`src/design/uart_frame_pkg.sv`:
```
`default_nettype none

package uart_frame_pkg;

  // Payload of one serial frame.
  typedef logic [7:0] uart_byte_t;

  // Clocks in one bit time.
  localparam int CLKS_PER_BIT = 434;

  // Start bit, eight data bits, even parity and one stop bit.
  localparam int FRAME_BITS = 11;

  // Position of the current bit inside a frame. Bit 0 is the start bit.
  typedef logic [3:0] bit_cnt_t;

  // Clock count inside one bit time.
  typedef logic [8:0] baud_cnt_t;

endpackage

`default_nettype wire

```
`src/design/uart_cmd_pkg.sv`:
```
`default_nettype none

package uart_cmd_pkg;

  // Bit 15 is the write flag, bits 14 to 8 the address, bits 7 to 0 the write data.
  typedef logic [15:0] uart_cmd_t;

  typedef logic [6:0] reg_addr_t;

  // Idle clocks between the address frame and the data frame of a write.
  localparam int GAP_CLKS = 16;

  typedef logic [4:0] gap_cnt_t;

  typedef enum logic [2:0] {
    CMD_IDLE,
    CMD_ADDR_FRAME,
    CMD_GAP,
    CMD_DATA_FRAME,
    CMD_WAIT_REPLY,
    CMD_REPORT
  } cmd_state_t;

endpackage

`default_nettype wire

```
`src/design/uart_tx_frame.sv`:
```
`timescale 1ns/1ps
`default_nettype none

module uart_tx_frame (
  input  wire                        clk,
  input  wire                        rst_n,
  input  wire                        tx_start,
  input  wire uart_frame_pkg::uart_byte_t tx_byte,
  output logic                       tx,
  output logic                       tx_done
);

  import uart_frame_pkg::*;

  logic [FRAME_BITS-1:0] frame_q;
  logic                  busy;
  baud_cnt_t             baud_cnt;
  bit_cnt_t              bit_cnt;
  logic                  bit_end;
  logic                  last_bit;
  logic                  parity;

  // The parity bit makes the number of ones over data and parity even.
  assign parity = ^tx_byte;

  assign bit_end  = busy && (baud_cnt == baud_cnt_t'(CLKS_PER_BIT - 1));
  assign last_bit = (bit_cnt == bit_cnt_t'(FRAME_BITS - 1));

  // The whole frame sits in a shift register, start bit at the bottom.
  // Ones are shifted in behind it, so the line rests high once the stop bit is out.
  always_ff @(posedge clk or negedge rst_n)
  begin
    if (!rst_n)
    begin
      busy     <= 1'b0;
      baud_cnt <= '0;
      bit_cnt  <= '0;
      frame_q  <= '1;
    end
    else if (tx_start && !busy)
    begin
      busy     <= 1'b1;
      baud_cnt <= '0;
      bit_cnt  <= '0;
      frame_q  <= {1'b1, parity, tx_byte, 1'b0};
    end
    else if (busy)
    begin
      if (bit_end)
      begin
        baud_cnt <= '0;
        frame_q  <= {1'b1, frame_q[FRAME_BITS-1:1]};
        if (last_bit)
        begin
          busy    <= 1'b0;
          bit_cnt <= '0;
        end
        else
        begin
          bit_cnt <= bit_cnt + 1'b1;
        end
      end
      else
      begin
        baud_cnt <= baud_cnt + 1'b1;
      end
    end
  end

  assign tx = frame_q[0];

  // High in the last clock of the stop bit
  assign tx_done = bit_end && last_bit;

endmodule

`default_nettype wire

```
`src/design/uart_rx_frame.sv`:
```
`timescale 1ns/1ps
`default_nettype none

module uart_rx_frame (
  input  wire                         clk,
  input  wire                         rst_n,
  input  wire                         rx,
  output logic                        rx_valid,
  output uart_frame_pkg::uart_byte_t  rx_byte,
  output logic                        rx_bad
);

  import uart_frame_pkg::*;

  logic [1:0] rx_sync;
  logic       rx_s;
  logic       rx_d;
  logic       busy;
  baud_cnt_t  baud_cnt;
  bit_cnt_t   bit_cnt;
  uart_byte_t data_q;
  logic       parity_err;
  logic       start_edge;
  logic       sample;
  logic       is_start;
  logic       is_data;
  logic       is_parity;
  logic       is_stop;

  always_ff @(posedge clk or negedge rst_n)
  begin
    if (!rst_n)
    begin
      rx_sync <= 2'b11;
      rx_d    <= 1'b1;
    end
    else
    begin
      rx_sync <= {rx_sync[0], rx};
      rx_d    <= rx_s;
    end
  end

  assign rx_s       = rx_sync[1];
  assign start_edge = !busy && rx_d && !rx_s;

  assign is_start  = (bit_cnt == '0);
  assign is_data   = !is_start && (bit_cnt <= bit_cnt_t'($bits(uart_byte_t)));
  assign is_parity = (bit_cnt == bit_cnt_t'(FRAME_BITS - 2));
  assign is_stop   = (bit_cnt == bit_cnt_t'(FRAME_BITS - 1));

  // The start bit is checked half a bit after the edge. Every later sample
  // follows one full bit on, which puts it in the middle of its bit.
  always_comb
  begin
    if (is_start)
      sample = busy && (baud_cnt == baud_cnt_t'(CLKS_PER_BIT / 2 - 1));
    else
      sample = busy && (baud_cnt == baud_cnt_t'(CLKS_PER_BIT - 1));
  end

  always_ff @(posedge clk or negedge rst_n)
  begin
    if (!rst_n)
    begin
      busy     <= 1'b0;
      baud_cnt <= '0;
      bit_cnt  <= '0;
      rx_valid <= 1'b0;
      rx_bad   <= 1'b0;
    end
    else
    begin
      rx_valid <= 1'b0;
      if (start_edge)
      begin
        busy     <= 1'b1;
        baud_cnt <= '0;
        bit_cnt  <= '0;
      end
      else if (sample)
      begin
        baud_cnt <= '0;
        bit_cnt  <= bit_cnt + 1'b1;
        if (is_start && rx_s)
        begin
          // Glitch on the line, not a real start bit.
          busy <= 1'b0;
        end
        else if (is_stop)
        begin
          busy     <= 1'b0;
          rx_valid <= 1'b1;
          rx_bad   <= parity_err || !rx_s;
        end
      end
      else if (busy)
      begin
        baud_cnt <= baud_cnt + 1'b1;
      end
    end
  end

  always_ff @(posedge clk)
  begin
    if (sample && is_data)
      data_q <= {rx_s, data_q[$bits(uart_byte_t)-1:1]};
    if (sample && is_parity)
      parity_err <= (rx_s != ^data_q);
  end

  assign rx_byte = data_q;

endmodule

`default_nettype wire

```
`src/design/uart_cmd_ctrl.sv`:
```
`timescale 1ns/1ps
`default_nettype none

module uart_cmd_ctrl (
  input  wire                         clk,
  input  wire                         rst_n,
  input  wire uart_cmd_pkg::uart_cmd_t cmd_in,
  input  wire                         cmd_vld,
  output logic                        cmd_rdy,
  output logic                        tx_start,
  output uart_frame_pkg::uart_byte_t  tx_byte,
  input  wire                         tx_done,
  input  wire                         rx_valid,
  input  wire uart_frame_pkg::uart_byte_t rx_byte,
  input  wire                         rx_bad,
  output logic                        read_rdy,
  output uart_frame_pkg::uart_byte_t  read_data,
  output logic                        read_err
);

  import uart_frame_pkg::*;
  import uart_cmd_pkg::*;

  cmd_state_t state_q;
  cmd_state_t state_d;
  uart_cmd_t  cmd_q;
  gap_cnt_t   gap_cnt;
  reg_addr_t  addr;
  uart_byte_t wdata;
  uart_byte_t reply_q;
  logic       reply_bad;
  logic       is_write;
  logic       accept;
  logic       gap_end;

  assign is_write = cmd_q[15];
  assign addr     = cmd_q[14:8];
  assign wdata    = cmd_q[7:0];

  assign cmd_rdy = (state_q == CMD_IDLE);
  assign accept  = cmd_vld && cmd_rdy;
  assign gap_end = (state_q == CMD_GAP) && (gap_cnt == gap_cnt_t'(GAP_CLKS - 1));

  always_comb
  begin
    state_d = state_q;
    case (state_q)
      CMD_IDLE:
        if (accept)
          state_d = CMD_ADDR_FRAME;
      CMD_ADDR_FRAME:
        if (tx_done)
          state_d = is_write ? CMD_GAP : CMD_WAIT_REPLY;
      CMD_GAP:
        if (gap_end)
          state_d = CMD_DATA_FRAME;
      CMD_DATA_FRAME:
        if (tx_done)
          state_d = CMD_IDLE;
      CMD_WAIT_REPLY:
        if (rx_valid)
          state_d = CMD_REPORT;
      CMD_REPORT:
        state_d = CMD_IDLE;
      default:
        state_d = CMD_IDLE;
    endcase
  end

  always_ff @(posedge clk or negedge rst_n)
  begin
    if (!rst_n)
    begin
      state_q  <= CMD_IDLE;
      tx_start <= 1'b0;
      gap_cnt  <= '0;
    end
    else
    begin
      state_q <= state_d;
      // One pulse per frame in the first cycle of the frame's state.
      tx_start <= accept || gap_end;
      if (state_q == CMD_GAP)
        gap_cnt <= gap_cnt + 1'b1;
      else
        gap_cnt <= '0;
    end
  end

  always_ff @(posedge clk)
  begin
    if (accept)
      cmd_q <= cmd_in;
    if ((state_q == CMD_WAIT_REPLY) && rx_valid)
    begin
      reply_q   <= rx_byte;
      reply_bad <= rx_bad;
    end
  end

  // The address frame is the upper command byte with the write flag in bit 7.
  assign tx_byte = (state_q == CMD_DATA_FRAME) ? wdata : {is_write, addr};

  assign read_data = reply_q;
  assign read_rdy  = (state_q == CMD_REPORT) && !reply_bad;
  assign read_err  = (state_q == CMD_REPORT) && reply_bad;

endmodule

`default_nettype wire

```
`src/design/uart_cmd_host.sv`:
```
`timescale 1ns/1ps
`default_nettype none

module uart_cmd_host (
  input  wire                         clk,
  input  wire                         rst_n,
  input  wire uart_cmd_pkg::uart_cmd_t cmd_in,
  input  wire                         cmd_vld,
  output logic                        cmd_rdy,
  input  wire                         rx,
  output logic                        tx,
  output logic                        read_rdy,
  output uart_frame_pkg::uart_byte_t  read_data,
  output logic                        read_err
);

  import uart_frame_pkg::*;

  logic       tx_start;
  uart_byte_t tx_byte;
  logic       tx_done;
  logic       rx_valid;
  uart_byte_t rx_byte;
  logic       rx_bad;

  uart_cmd_ctrl i_ctrl (
    .clk       (clk),
    .rst_n     (rst_n),
    .cmd_in    (cmd_in),
    .cmd_vld   (cmd_vld),
    .cmd_rdy   (cmd_rdy),
    .tx_start  (tx_start),
    .tx_byte   (tx_byte),
    .tx_done   (tx_done),
    .rx_valid  (rx_valid),
    .rx_byte   (rx_byte),
    .rx_bad    (rx_bad),
    .read_rdy  (read_rdy),
    .read_data (read_data),
    .read_err  (read_err)
  );

  uart_tx_frame i_tx (
    .clk      (clk),
    .rst_n    (rst_n),
    .tx_start (tx_start),
    .tx_byte  (tx_byte),
    .tx       (tx),
    .tx_done  (tx_done)
  );

  // The receiver listens all the time and the controller picks out the reply.
  uart_rx_frame i_rx (
    .clk      (clk),
    .rst_n    (rst_n),
    .rx       (rx),
    .rx_valid (rx_valid),
    .rx_byte  (rx_byte),
    .rx_bad   (rx_bad)
  );

endmodule

`default_nettype wire

```
`config.mk`:
```
export PLATFORM = sky130hd
export DESIGN_NAME = uart_cmd_host
export DESIGN_NICKNAME = d
export VERILOG_FILES = /design/src/design/uart_frame_pkg.sv /design/src/design/uart_cmd_pkg.sv /design/src/design/uart_tx_frame.sv /design/src/design/uart_rx_frame.sv /design/src/design/uart_cmd_ctrl.sv /design/src/design/uart_cmd_host.sv
export SDC_FILE = /design/constraint.sdc
export NUM_CORES = 1
export LEC_CHECK = 0
export ABC_AREA = 1
export BUFFER_PORTS_ARGS = -buffer_cell sky130_fd_sc_hd__buf_2
export CORE_AREA = 10 10 92 94
export CTS_BUF_LIST = sky130_fd_sc_hd__clkbuf_4 sky130_fd_sc_hd__clkbuf_8 sky130_fd_sc_hd__clkbuf_16
export DETAILED_ROUTE_END_ITERATION = 16
export DIE_AREA = 0 0 102 104
export PLACE_DENSITY = 0.9
export SLEW_MARGIN = 10
export SYNTH_ARGS = -nofsm -noshare
export SYNTH_HDL_FRONTEND = slang
export SYNTH_SLANG_ARGS = --single-unit
```
`constraint.sdc`:
```
create_clock -name clk -period 7.6 [get_ports clk]
set_clock_uncertainty 0.2 [all_clocks]
set_input_delay 0.76 -clock clk [delete_from_list [all_inputs] [get_ports clk]]
set_output_delay 0.76 -clock clk [all_outputs]
set_load 0.02 [all_outputs]
```
; ---- Word-level counts from Yosys, hierarchy flattened
; Cells that the tools add are included.
[word_totals]
reg_bits = 87
out_inout_bits = 12
[classes]
add_sub_neg = 5
order_cmp = 1
n_eq_ne = 18
muxes = 37
bitwise_logic = 2
reduce_logical = 36
[ops]
columns = op, n
row1 = $mux 9, 6
row2 = $mux 11, 3
row3 = $mux 4, 6
row4 = $add 9x1->9 const B, 2
row5 = $eq 9x9->1 const B, 2
row6 = $mux 3, 6
row7 = $logic_and 1x1->1, 16
row8 = $reduce_xor 8->1, 2
row9 = $pmux 3 s5, 1
row10 = $mux 1, 13
row11 = $eq 4x4->1 const B, 3
row12 = $eq 9x8->1 const B, 1
row13 = $add 4x1->4 const B, 2
row14 = $mux 8, 1
row15 = $ne 2x1->1 const B, 4
row16 = $eq 3x2->1 const B, 2
row17 = $eq 3x3->1 const B, 2
row18 = $reduce_bool 2->1, 3
row19 = $reduce_bool 3->1, 2
row20 = $add 5x1->5 const B, 1
row21 = $eq 5x4->1 const B, 1
row22 = $logic_not 1->1, 5
row23 = $mux 5, 1
row24 = $reduce_and 5->1, 1
row25 = other kinds (10), 13

; ---- Longest topological paths before layout
; Gate-level depths: netlist of run 1.
[depth]
word_depth = 5
mapped_depth = 14

; ---- Modules after synthesis
; A second synthesis of run 1 with hierarchy kept.
[hier_totals]
hier_cells = 443
area_unflattened_um2 = 4337.9
[modules_own_cells]
columns = module, n_inst, cells_per_inst, area_each_um2
row1 = uart_rx_frame, 1, 157, 1506.4
row2 = uart_tx_frame, 1, 188, 1436.4
row3 = uart_cmd_ctrl, 1, 98, 1395.1

; ---- Worst setup path before layout of run 1
; Ideal clock, no wire load.
[synth_path]
path_kind = reg-to-reg
start = register i_rx.bit_cnt[0]
end = register i_rx.data_q[0], in the netlist i_rx.rx_byte[0] (enable)
setup_time_ns = 0.383
arrival_time_ns = 1.842
required_time_ns = 7.017
slack_ns = 5.175
path_stages_with_launch = 9
path_buffers = 0
period_less_slack_ns = 2.425
cell_sequence = dfrtp_1 inv_1 ha_1 nand2_1 nor2_1 nand4_1 a21oi_1 nand2_2 nor3_1
[synth_between]
elab_chain_cells = 4
elab_cells_between_ends = 6
cone_classes = order compare: 1 / mux: 1 / reduce/logical: 4
[synth_lines]
columns = element, line
row1 = start: declaration, uart_rx_frame.sv:20  ; bit_cnt_t bit_cnt;
row2 = start signal: assignment, uart_rx_frame.sv:84  ; bit_cnt <= bit_cnt + 1'b1;
row3 = branches (longest 3 deep; another with $le 4x4->1), -
row4 = $logic_and 1x1->1 *, uart_rx_frame.sv:106  ; if (sample && is_data)
row5 = end signal: assignment, uart_rx_frame.sv:107  ; data_q <= {rx_s, data_q[$bits(uart_byte_t)-1:1]};
row6 = end: declaration, uart_rx_frame.sv:21  ; uart_byte_t data_q;
; Mark *: on every way between the ends.
; A chain may end at the register's enable or synchronous reset.

; ---- Final worst setup path of run 1
; Same ends and word-level chain as after synthesis.

==> flow_metrics.tcl, run 1 <==
set metrics [dict create \
    status "finished clean" \
    ys_seq_elements 86 \
    grt_start_max_net_pins 53 \
    regToRegStartpoint "i_rx.bit_cnt[0]$_DFFE_PN0P_" \
    cp.required_ns 7.40 \
    crit_type "register to register" \
    whs_ns 0.167 \
    clk_pin_slew_worst_paths_ns 0.10 \
    first_global_vias 3031 \
    final_common_cell "nand2_1" \
    io_pins 32 \
    cts_hold_buf 0 \
    antenna_found_initial 0 \
    clock_sinks 86 \
    multi_input_area_sq_um 1490 \
    layout_common_cells "121 x nand2_1, 55 x inv_1, 39 x dfrtp_1" \
    place.detailed.hpwl_mm 6.08 \
    cts_resized 0 \
    synthCells 439 \
    hold_violations 0 \
    grt.overflow.total 0 \
    synthFlopType "dfrtp_1" \
    pwr_density_cell_nw_per_um2 267 \
    grt_pass1_wl_mm 14.0 \
    drt-initial-drc-count 177 \
    nNetsFinal 503 \
    cp-end-kind "register" \
    portBuffers 31 \
    gr-usage-met2 0.289 \
    wl_per_cell_um 14.8 \
    track_usage 0.164 \
    holdPathStages 0 \
    slew_headroom 0.257 \
    ant_nets 0 \
    busiest_layer "met2" \
    total_power_uw 1200 \
    crit_arrival_ns 2.63 \
    post_cts_buffers 0 \
    placed_cells 541 \
    ys_types 36 \
    first_pass_iters 4 \
    ctsRootBufferMaster "clkbuf_8" \
    cts-htree-levels 3 \
    floorplan.initialDensity 0.614 \
    finalSetupViolCount 0 \
    dieArea_sq_um 10600 \
    finalNonFillerCells 557 \
    p_leak_uw 0.00207 \
    vias_per_cell 5.48 \
    slew_viol_final 0 \
    ys.warnings.count 0 \
    cp_max_fo 8 \
    worst_pin_slew_ns 1.11 \
    clock.fmax_mhz 353 \
    die_width_um 102 \
    area_growth_pct 9.49 \
    wl_mm 8.23 \
    diodes 0 \
    synth_edf_count 34 \
    rr_worst_depth 8 \
    startpoint_type "register" \
    synthArstFlopShare 0.605 \
    syn_avg_cell_area_sq_um 9.34 \
    clock_path_buffers 2 \
    vias 3054 \
    rows 30 \
    regToRegSetupSlack_ns 4.77 \
    max_cap_viol_count 0 \
    hold_path_class "register to register" \
    tritoncts "built" \
    hold_path_end "i_rx.rx_sync[1]$_DFF_PN1_" \
    drive_gt1_frac 0.151 \
    fin_crit_ns 2.83 \
    ff_latch_area_sq_um 2340 \
    drc_errors 0 \
    vdd_drop_max_uv 157 \
    worstSkewPairLatency_ns 0.37 \
    syn_area_sq_um 4100 \
    timing.rr.end "i_rx.rx_byte[0]$_DFFE_PP_" \
    dieHeight_um 104 \
    fin_crit_sh 0.372 \
    rsz0062_at_grt "no" \
    fill_cells 476 \
    min-delay-start "i_rx.rx_sync[0]$_DFF_PN1_" \
    numCtsBuffers 9 \
    yosysSeqAreaShare 0.570 \
    coreArea_sq_um 6680 \
    use_met3 0.0312 \
    use_met1 0.184 \
    tns_ns 0 \
    gp_congestion 0.899 \
    synth_fp_nets 470 \
]
## worst max-delay path by stage
stage	from	to	slack (ns)	depth (start not counted)
after floorplan	i_rx.bit_cnt[0]$_DFFE_PN0P_	i_rx.rx_byte[0]$_DFFE_PP_	5.18	8
after global placement	i_rx.bit_cnt[0]$_DFFE_PN0P_	i_rx.rx_byte[2]$_DFFE_PP_	4.99	8
after detailed placement	i_rx.bit_cnt[0]$_DFFE_PN0P_	i_rx.rx_byte[4]$_DFFE_PP_	4.75	8
after CTS	i_rx.bit_cnt[0]$_DFFE_PN0P_	i_rx.rx_byte[4]$_DFFE_PP_	4.76	8
after global routing	i_rx.bit_cnt[0]$_DFFE_PN0P_	i_rx.rx_byte[5]$_DFFE_PP_	4.42	8
final	i_rx.bit_cnt[0]$_DFFE_PN0P_	i_rx.rx_byte[0]$_DFFE_PP_	4.77	8
## kinds of logic (layout without fill, tap and decap cells)
group                    after synthesis  count (layout)  share of synthesized area
AND/OR/NAND/NOR                      205             205                      0.216
flip-flops                            86              86                      0.570
buffers and inverters                 66             104                     0.0680
AO/OA/AOI/OAI                         54              54                     0.0757
XOR/XNOR                              17              17                     0.0363
adder cells (fa/ha/maj)               11              11                     0.0336
## area by class of cell
type,count,share of cell area
Multi-Input combinational cell,287,0.331
Clock buffer,9,0.0276
Sequential cell,86,0.521
Tap cell,80,0.0223
Timing Repair Buffer,31,0.0346
Clock inverter,7,0.0162
Inverter,57,0.0477
## per-stage QoR
stage	cell area [sq um]	utilization	setup slack, ns
finish	4490	0.672	4.77
detailed placement	4290	0.642	4.75
global route	4490	0.672	4.42
CTS	4490	0.672	4.76
global placement	4290	0.642	4.99
floorplan	4100	-	5.18
## power breakdown
| group | internal, uW | switching [uW] | total (uW) | leakage [uW] |
|---|---|---|---|---|
| clock | 131 | 190 | 321 | 0.0000996 |
| combinational | 97.1 | 181 | 278 | 0.00102 |
| sequential | 544 | 55.0 | 599 | 0.000952 |
| total | 772 | 426 | 1200 | 0.00207 |
## per-layer routing
| metal | wire length [um] | vias to the layer above |
|---|---|---|
| met5 | 0 | - |
| met4 | 240 | 0 |
| met3 | 356 | 23 |
| met2 | 4420 | 81 |
| met1 | 3220 | 1448 |
| li1 | - | 1502 |
## sequential cells by signal (all words and copies together), names as in the netlist
signal and flops:
i_ctrl.cmd_q 16, i_ctrl.gap_cnt 5, i_ctrl.read_data 8, i_ctrl.reply_bad 1
i_ctrl.state_q 3, i_ctrl.tx_start 1, i_rx.baud_cnt 9, i_rx.bit_cnt 4
i_rx.busy 1, i_rx.parity_err 1, i_rx.rx_bad 1, i_rx.rx_byte 8
i_rx.rx_d 1, i_rx.rx_sync 2, i_rx.rx_valid 1, i_tx.baud_cnt 9
i_tx.bit_cnt 4, i_tx.busy 1, i_tx.frame_q 10
## synthesized netlist by cell type (all sizes together) (2+ instances only)
cell	n	share of area
buf	8	0.015
dfrtp	39	0.24
o22ai	3	0.0046
edfxtp	34	0.25
nand3	24	0.032
nor3	10	0.012
nand2	124	0.12
nor2	32	0.031
o21ai	26	0.034
nor3b	2	0.0049
dfstp	13	0.083
a21oi	13	0.016
o211ai	7	0.013
a31oi	2	0.0031
ha	11	0.034
xor2	12	0.026
inv	57	0.052
nand4	10	0.015
xnor2	5	0.011
## critical path, cell delays in order, from the launching register on
cell and delay [ns]:
dfrtp_1 0.43, inv_1 0.13, ha_1 0.20, nand2_1 0.07, nor2_1 0.21, nand4_1 0.12, a21oi_1 0.17, nand2_2 0.13
nor3_1 0.80
(Power assumes the default switching activity.)
==> run 2, diff against run 1 <==
--- a/config.mk
+++ b/config.mk
@@ -5,13 +5,13 @@
 export SDC_FILE = /design/constraint.sdc
 export NUM_CORES = 1
 export LEC_CHECK = 0
-export ABC_AREA = 1
+export ABC_AREA = 0
 export BUFFER_PORTS_ARGS = -buffer_cell sky130_fd_sc_hd__buf_2
-export CORE_AREA = 10 10 92 94
+export CORE_AREA = 10 10 97 99
 export CTS_BUF_LIST = sky130_fd_sc_hd__clkbuf_4 sky130_fd_sc_hd__clkbuf_8 sky130_fd_sc_hd__clkbuf_16
 export DETAILED_ROUTE_END_ITERATION = 16
-export DIE_AREA = 0 0 102 104
-export PLACE_DENSITY = 0.9
+export DIE_AREA = 0 0 107 109
+export PLACE_DENSITY = 0.81
 export SLEW_MARGIN = 10
 export SYNTH_ARGS = -nofsm -noshare
 export SYNTH_HDL_FRONTEND = slang
==> constraint.sdc (replaced) <==
create_clock -name clk -period 2.5 [get_ports clk]
set_clock_uncertainty 0.2 [all_clocks]
set_input_delay 0.25 -clock clk [delete_from_list [all_inputs] [get_ports clk]]
set_output_delay 0.25 -clock clk [all_outputs]
set_load 0.02 [all_outputs]
==> run 2 against run 1 <==
Wire length down 12%. Sequential cell count unchanged. Via count down 17%. Synthesized cell count down 27%. Critical path type unchanged. First-iteration DRC count down 41%. Synthesized area down 5.5%. Die area up 9.9%.
==> flow_metrics.tcl, run 2 <==
set metrics [dict create \
    synthArstFlopShare 0.605 \
    worstSkewPairLatency_ns 0.36 \
    pwr-share-clk 0.295 \
    vdd_drop_max_uv 492 \
    drive_gt1_frac 0.215 \
    slew_viol_final 0 \
    internal-power_uw 2300 \
    finalSetupViolCount 0 \
    pwr-share-comb 0.141 \
    synth_fp_nets 352 \
    fin_crit_sh 0.969 \
    switchingPower_uw 964 \
    ys_seq_elements 86 \
    fill_cells 608 \
    total_power_uw 3260 \
    grt.overflow.total 0 \
    portBuffers 31 \
    largestRegisters "i_ctrl.cmd_q: 16 flops, i_tx.frame_q: 10 flops" \
    gp_congestion 0.845 \
    track_usage 0.130 \
    first_global_vias 2548 \
    syn_area_sq_um 3880 \
    crit_type "register to register" \
    dieArea_sq_um 11700 \
    largest_reg_flops 16 \
    antenna_found_initial 0 \
    vias_per_cell 5.17 \
    nNetsFinal 412 \
    wl_mm 7.22 \
    crit_arrival_ns 2.47 \
    p_leak_uw 0.00195 \
    cp-end-kind "register" \
    final_area_sq_um 4600 \
    status "finished clean" \
    yosysMostFrequentCell "nor2_1" \
    pre_cts_ws_ns -0.0197 \
    grt_start_max_net_pins 28 \
    final_common_cell "nor2_1" \
    wl_per_cell_um 14.8 \
    synth_top_area_cell "edfxtp_1" \
    largest-register "i_ctrl.cmd_q" \
    clk_pin_slew_worst_paths_ns 0.10 \
    grt_pass1_wl_mm 12.1 \
    dieHeight_um 109 \
    die_width_um 107 \
    synthCells 321 \
    synthFlopType "dfrtp_1" \
    startpoint_type "register" \
    area_growth_pct 18.7 \
    synth_edf_count 34 \
    vias 2525 \
    place.detailed.hpwl_mm 5.17 \
    dpl_cell_area_sq_um 4190 \
    tritoncts "built" \
    slew_headroom 0.600 \
    swShare 0.295 \
    hold_path_class "register to register" \
    drt-initial-drc-count 104 \
    synth_common_cells "44 x nor2_1, 39 x dfrtp_1, 34 x edfxtp_1" \
    ys_top_cells_by_area "edfxtp_1 26%, dfrtp_1 25%, dfstp_2 8.8%" \
    yosysSeqAreaShare 0.603 \
    ant_nets 0 \
    fin_ws_ns 0.0774 \
    cp_max_fo 4 \
    tns_ns 0 \
    clock_sinks 86 \
    diodes 0 \
    numCtsBuffers 9 \
    pwr_density_cell_nw_per_um2 709 \
    clock_path_buffers 2 \
    ys.warnings.count 0 \
    first_pass_iters 4 \
    floorplan.initialDensity 0.515 \
    whs_ns 0.181 \
    hold_violations 0 \
    layout_common_cells "44 x nor2_1, 39 x dfrtp_1, 34 x edfxtp_1" \
    regToRegSetupSlack_ns 0.08 \
    rows 32 \
    clock.fmax_mhz 413 \
    max_cap_viol_count 0 \
    syn_avg_cell_area_sq_um 12.1 \
    coreArea_sq_um 7530 \
    worst_pin_slew_ns 0.600 \
    ys_types 48 \
    fin_crit_ns 2.42 \
    cp.required_ns 2.55 \
    ctsRootBufferMaster "clkbuf_8" \
    drc_errors 0 \
    synth.top_cell.area_share 0.263 \
    power_frac_seq 0.564 \
    cts-htree-levels 3 \
    io_pins 32 \
]
## run 2: changes by cell type after synthesis, moves of 8 or more
cell	previous run	this run
mux2i_1	0	9
o21ai_0	22	7
xnor2_1	5	28
nand2_1	121	26
inv_1	55	10
and3_1	0	8
nor2_1	31	44
nand3_1	23	8
## run 2: layout make-up
class                           instances  area, sq um  area share
Tap cell                              102          128      0.0277
Inverter                               10         37.5     0.00816
Clock inverter                          7         71.3      0.0155
Timing Repair Buffer                   58          415      0.0903
Multi-Input combinational cell        216         1490       0.323
Sequential cell                        86         2340       0.508
Clock buffer                            9          124      0.0269
## run 2: worst paths after layout
| path | startpoint | depth (start not counted) | end |
|---|---|---|---|
| setup reg to reg | i_rx.bit_cnt[0]$_DFFE_PN0P_ | 7 | i_rx.rx_bad$_DFFE_PN0P_ |
| max in group asynchronous | rst_n | 3 | i_rx.rx_sync[1]$_DFF_PN1_ |
| hold reg to reg | i_rx.rx_sync[0]$_DFF_PN1_ | 0 | i_rx.rx_sync[1]$_DFF_PN1_ |
| min in group asynchronous | rst_n | 2 | i_ctrl.tx_start$_DFF_PN0_ |
| hold / removal | i_rx.rx_sync[0]$_DFF_PN1_ | 0 | i_rx.rx_sync[1]$_DFF_PN1_ |
| setup / recovery | i_rx.bit_cnt[0]$_DFFE_PN0P_ | 7 | i_rx.rx_bad$_DFFE_PN0P_ |
## run 2: stage by stage
step                 util  instances
floorplan               -        321
global placement    0.557        453
detailed placement  0.557        453
CTS                 0.608        487
global route        0.611        488
finish              0.611        488
## run 2: power groups by stage
stage               combinational, uW  sequential [uW]  clock (uW)
finish                            460             1840         964
global route                      538             1860        1040
CTS                               465             1830         982
detailed placement                442             1860           0
global placement                  416             1850           0
floorplan                         353             1810           0
## run 2: timing repair
item / in CTS / in global routing
buffers inserted: 0 / 1
gates resized for setup: 1 / 6
hold buffers: 18 / 0
pin swaps: 1 / 2
setup endpoints to repair: 5 / 16
hold endpoints to repair: 36 / 0
## run 2: kinds of logic (layout without fill, tap and decap cells)
| logic type | Yosys count | after routing | synth area share |
|---|---|---|---|
| mux | 12 | 12 | 0.0320 |
| buf+inv | 19 | 84 | 0.0203 |
| simple gates | 119 | 119 | 0.157 |
| compound gates | 35 | 35 | 0.0636 |
| fa+ha+maj | 11 | 11 | 0.0355 |
| xor+xnor | 39 | 39 | 0.0881 |
| flops | 86 | 86 | 0.603 |
## run 2: metal layers
layer | vias to the layer above | track usage | share of wire
met5 | - | 0 | 0
met4 | 0 | 0.0522 | 0.018
met3 | 13 | 0.0271 | 0.029
met2 | 39 | 0.232 | 0.53
met1 | 1232 | 0.151 | 0.43
li1 | 1241 | - | -
## run 2: worst max-delay path, stage by stage (launching register included)
cell and delay [ns]:
dfrtp_1 0.40, inv_2 0.09, ha_4 0.13, or3b_4 0.39
or3_4 0.36, a21oi_4 0.19, nor3b_4 0.23, mux2_4 0.32
==> run 3, diff against run 2 <==
--- a/config.mk
+++ b/config.mk
@@ -7,11 +7,13 @@
 export LEC_CHECK = 0
 export ABC_AREA = 0
 export BUFFER_PORTS_ARGS = -buffer_cell sky130_fd_sc_hd__buf_2
-export CORE_AREA = 10 10 97 99
-export CTS_BUF_LIST = sky130_fd_sc_hd__clkbuf_4 sky130_fd_sc_hd__clkbuf_8 sky130_fd_sc_hd__clkbuf_16
+export CORE_AREA = 10 10 95 97
+export CTS_BUF_LIST = sky130_fd_sc_hd__clkbuf_8
+export CTS_CLUSTER_DIAMETER = 100
 export DETAILED_ROUTE_END_ITERATION = 16
-export DIE_AREA = 0 0 107 109
-export PLACE_DENSITY = 0.81
+export DIE_AREA = 0 0 105 107
+export PLACE_DENSITY = 0.84
+export RECOVER_POWER = 100
 export SLEW_MARGIN = 10
 export SYNTH_ARGS = -nofsm -noshare
 export SYNTH_HDL_FRONTEND = slang
==> run 3 against run 2 <==
Non-clock buffer count up 1. Via count up 1.3%. Sequential cell count unchanged. Count of clock-buffer cells in the layout unchanged. Die area down 3.7%. Largest power group unchanged. Hold slack worse by 0.012 ns. Combinational power down 4%. Register-to-register slack better by 0.04 ns. Cell count down 0.41%. Highest routed layer unchanged. Sequential power about the same. Sequential share of layout area up 0.79 points.
==> flow_metrics.tcl, run 3 (same netlist as run 2, synthesis figures left out) <==
set metrics [dict create \
    status "finished clean" \
    crit_type "register to register" \
    coreArea_sq_um 7140 \
    grt_start_max_net_pins 25 \
    dpl_cell_area_sq_um 4180 \
    largestRegisters "i_ctrl.cmd_q: 16 flops, i_tx.frame_q: 10 flops" \
    p_leak_uw 0.00188 \
    largest_reg_flops 16 \
    drc_errors 0 \
    startpoint_type "register" \
    crit_arrival_ns 2.44 \
    vias_per_cell 5.26 \
    gp_congestion 0.851 \
    drive_gt1_frac 0.160 \
    tns_ns 0 \
    clk_pin_slew_worst_paths_ns 0.10 \
    max_cap_viol_count 0 \
    worstSkewPairLatency_ns 0.36 \
    vias 2558 \
    regToRegSetupSlack_ns 0.11 \
    finish.utilization 0.635 \
    vdd_drop_max_uv 384 \
    final_common_cell "nor2_1" \
    timing.rr.end "i_rx.rx_bad$_DFFE_PN0P_" \
    rsz0062_at_grt "no" \
    track_usage 0.133 \
    clock_sinks 86 \
    drt-initial-drc-count 78 \
    cp-end-kind "register" \
    place.detailed.hpwl_mm 5.07 \
    tritoncts "built" \
    numCtsBuffers 9 \
    first_pass_iters 4 \
    power_frac_seq 0.569 \
    rows 31 \
    portBuffers 31 \
    cp_max_fo 4 \
    worst_pin_slew_ns 0.961 \
    pre_cts_ws_ns 0.0286 \
    dieArea_sq_um 11200 \
    grt.overflow.total 0 \
    hold_path_class "register to register" \
    fin_crit_sh 0.955 \
    worstSetupStartpoint "i_rx.bit_cnt[1]$_DFFE_PN0P_" \
    pwr-share-clk 0.294 \
    ctsRootBufferMaster "clkbuf_8" \
    antenna_found_initial 0 \
    fin_crit_ns 2.39 \
    ant_nets 0 \
    fin_ws_ns 0.113 \
    slew_headroom 0.360 \
    final_area_sq_um 4530 \
    rr_worst_depth 7 \
    wl_mm 7.24 \
    hold_violations 0 \
    fill_cells 551 \
    internal-power_uw 2290 \
    cp-endpoint "i_rx.rx_bad$_DFFE_PN0P_" \
    finalSetupViolCount 0 \
    regToRegStartpoint "i_rx.bit_cnt[1]$_DFFE_PN0P_" \
    floorplan.initialDensity 0.543 \
    cp.required_ns 2.55 \
    slew_viol_final 0 \
    nNetsFinal 413 \
    clock.fmax_mhz 419 \
    layout_common_cells "44 x nor2_1, 39 x dfrtp_1, 34 x edfxtp_1" \
    largest-register "i_ctrl.cmd_q" \
    pwr_density_cell_nw_per_um2 714 \
    switchingPower_uw 940 \
    diodes 0 \
    swShare 0.291 \
    area_growth_pct 16.9 \
    pwr-share-comb 0.137 \
    dieHeight_um 107 \
    clock_path_buffers 2 \
    grt_pass1_wl_mm 12.1 \
    io_pins 32 \
    wl_per_cell_um 14.9 \
    first_global_vias 2591 \
    cts-htree-levels 3 \
    die_width_um 105 \
]
-- run 3: layer usage --
metal  vias up  wire (um)  global-route usage
li1       1243          -                   -
met1      1253       3190               0.156
met2        47       3650               0.222
met3        15        262              0.0431
met4         0        138              0.0520
met5         -          0                   0
-- run 3: worst max-delay path, stage by stage (launching register included) --
cell and delay (ns):
dfrtp_1 0.40, inv_2 0.07, ha_1 0.15, or3b_4 0.39, or3_4 0.36, a21oi_4 0.16, nor3b_4 0.23, mux2_4 0.31
-- run 3: layout make-up --
| type | instances | area [sq um] | share of cell area |
|---|---|---|---|
| multi-input combinational | 216 | 1460 | 0.322 |
| timing repair buffer | 59 | 377 | 0.0831 |
| clock inverter | 7 | 71.3 | 0.0157 |
| tap | 99 | 124 | 0.0273 |
| clock buffer | 9 | 124 | 0.0273 |
| inverter | 10 | 37.5 | 0.00828 |
| sequential | 86 | 2340 | 0.516 |
-- run 3: worst min-delay path by stage --
stage                                             end  slack [ns]                      start  cells past startpoint
after floorplan           i_ctrl.gap_cnt[0]$_DFF_PN0_       -0.25                      rst_n                      0
after global placement    i_tx.bit_cnt[2]$_DFFE_PN0P_       -0.04                      rst_n                      1
after detailed placement  i_tx.bit_cnt[2]$_DFFE_PN0P_       -0.04                      rst_n                      1
after CTS                 i_tx.bit_cnt[0]$_DFFE_PN0P_        0.10                      rst_n                      2
after global routing        i_rx.rx_sync[1]$_DFF_PN1_        0.18  i_rx.rx_sync[0]$_DFF_PN1_                      0
final                       i_rx.rx_sync[1]$_DFF_PN1_        0.17  i_rx.rx_sync[0]$_DFF_PN1_                      0
-- run 3: power by group through the flow --
stage          Clock, uW  Combinational, uW  Sequential, uW
3_5_place_dp           0                438            1860
4_1_cts              978                457            1840
6_report             951                442            1840
2_1_floorplan          0                353            1810
3_3_place_gp           0                414            1850
5_1_grt             1040                511            1860
-- run 3: stage by stage --
step | hold slack (ns) | instances | total power, uW
after floorplan | -0.246 | 321 | 2160
after global placement | -0.0425 | 450 | 2270
after detailed placement | -0.0370 | 450 | 2290
after CTS | 0.101 | 484 | 3270
after global routing | 0.178 | 486 | 3410
final | 0.169 | 486 | 3230
-- run 3: what timing repair did --
item | 4_1_cts | 5_1_grt
setup buffers | 0 | 2
resized for setup | 0 | 5
setup endpoints to repair | 0 | 17
hold buffers | 18 | 0
hold endpoints to repair | 66 | 0
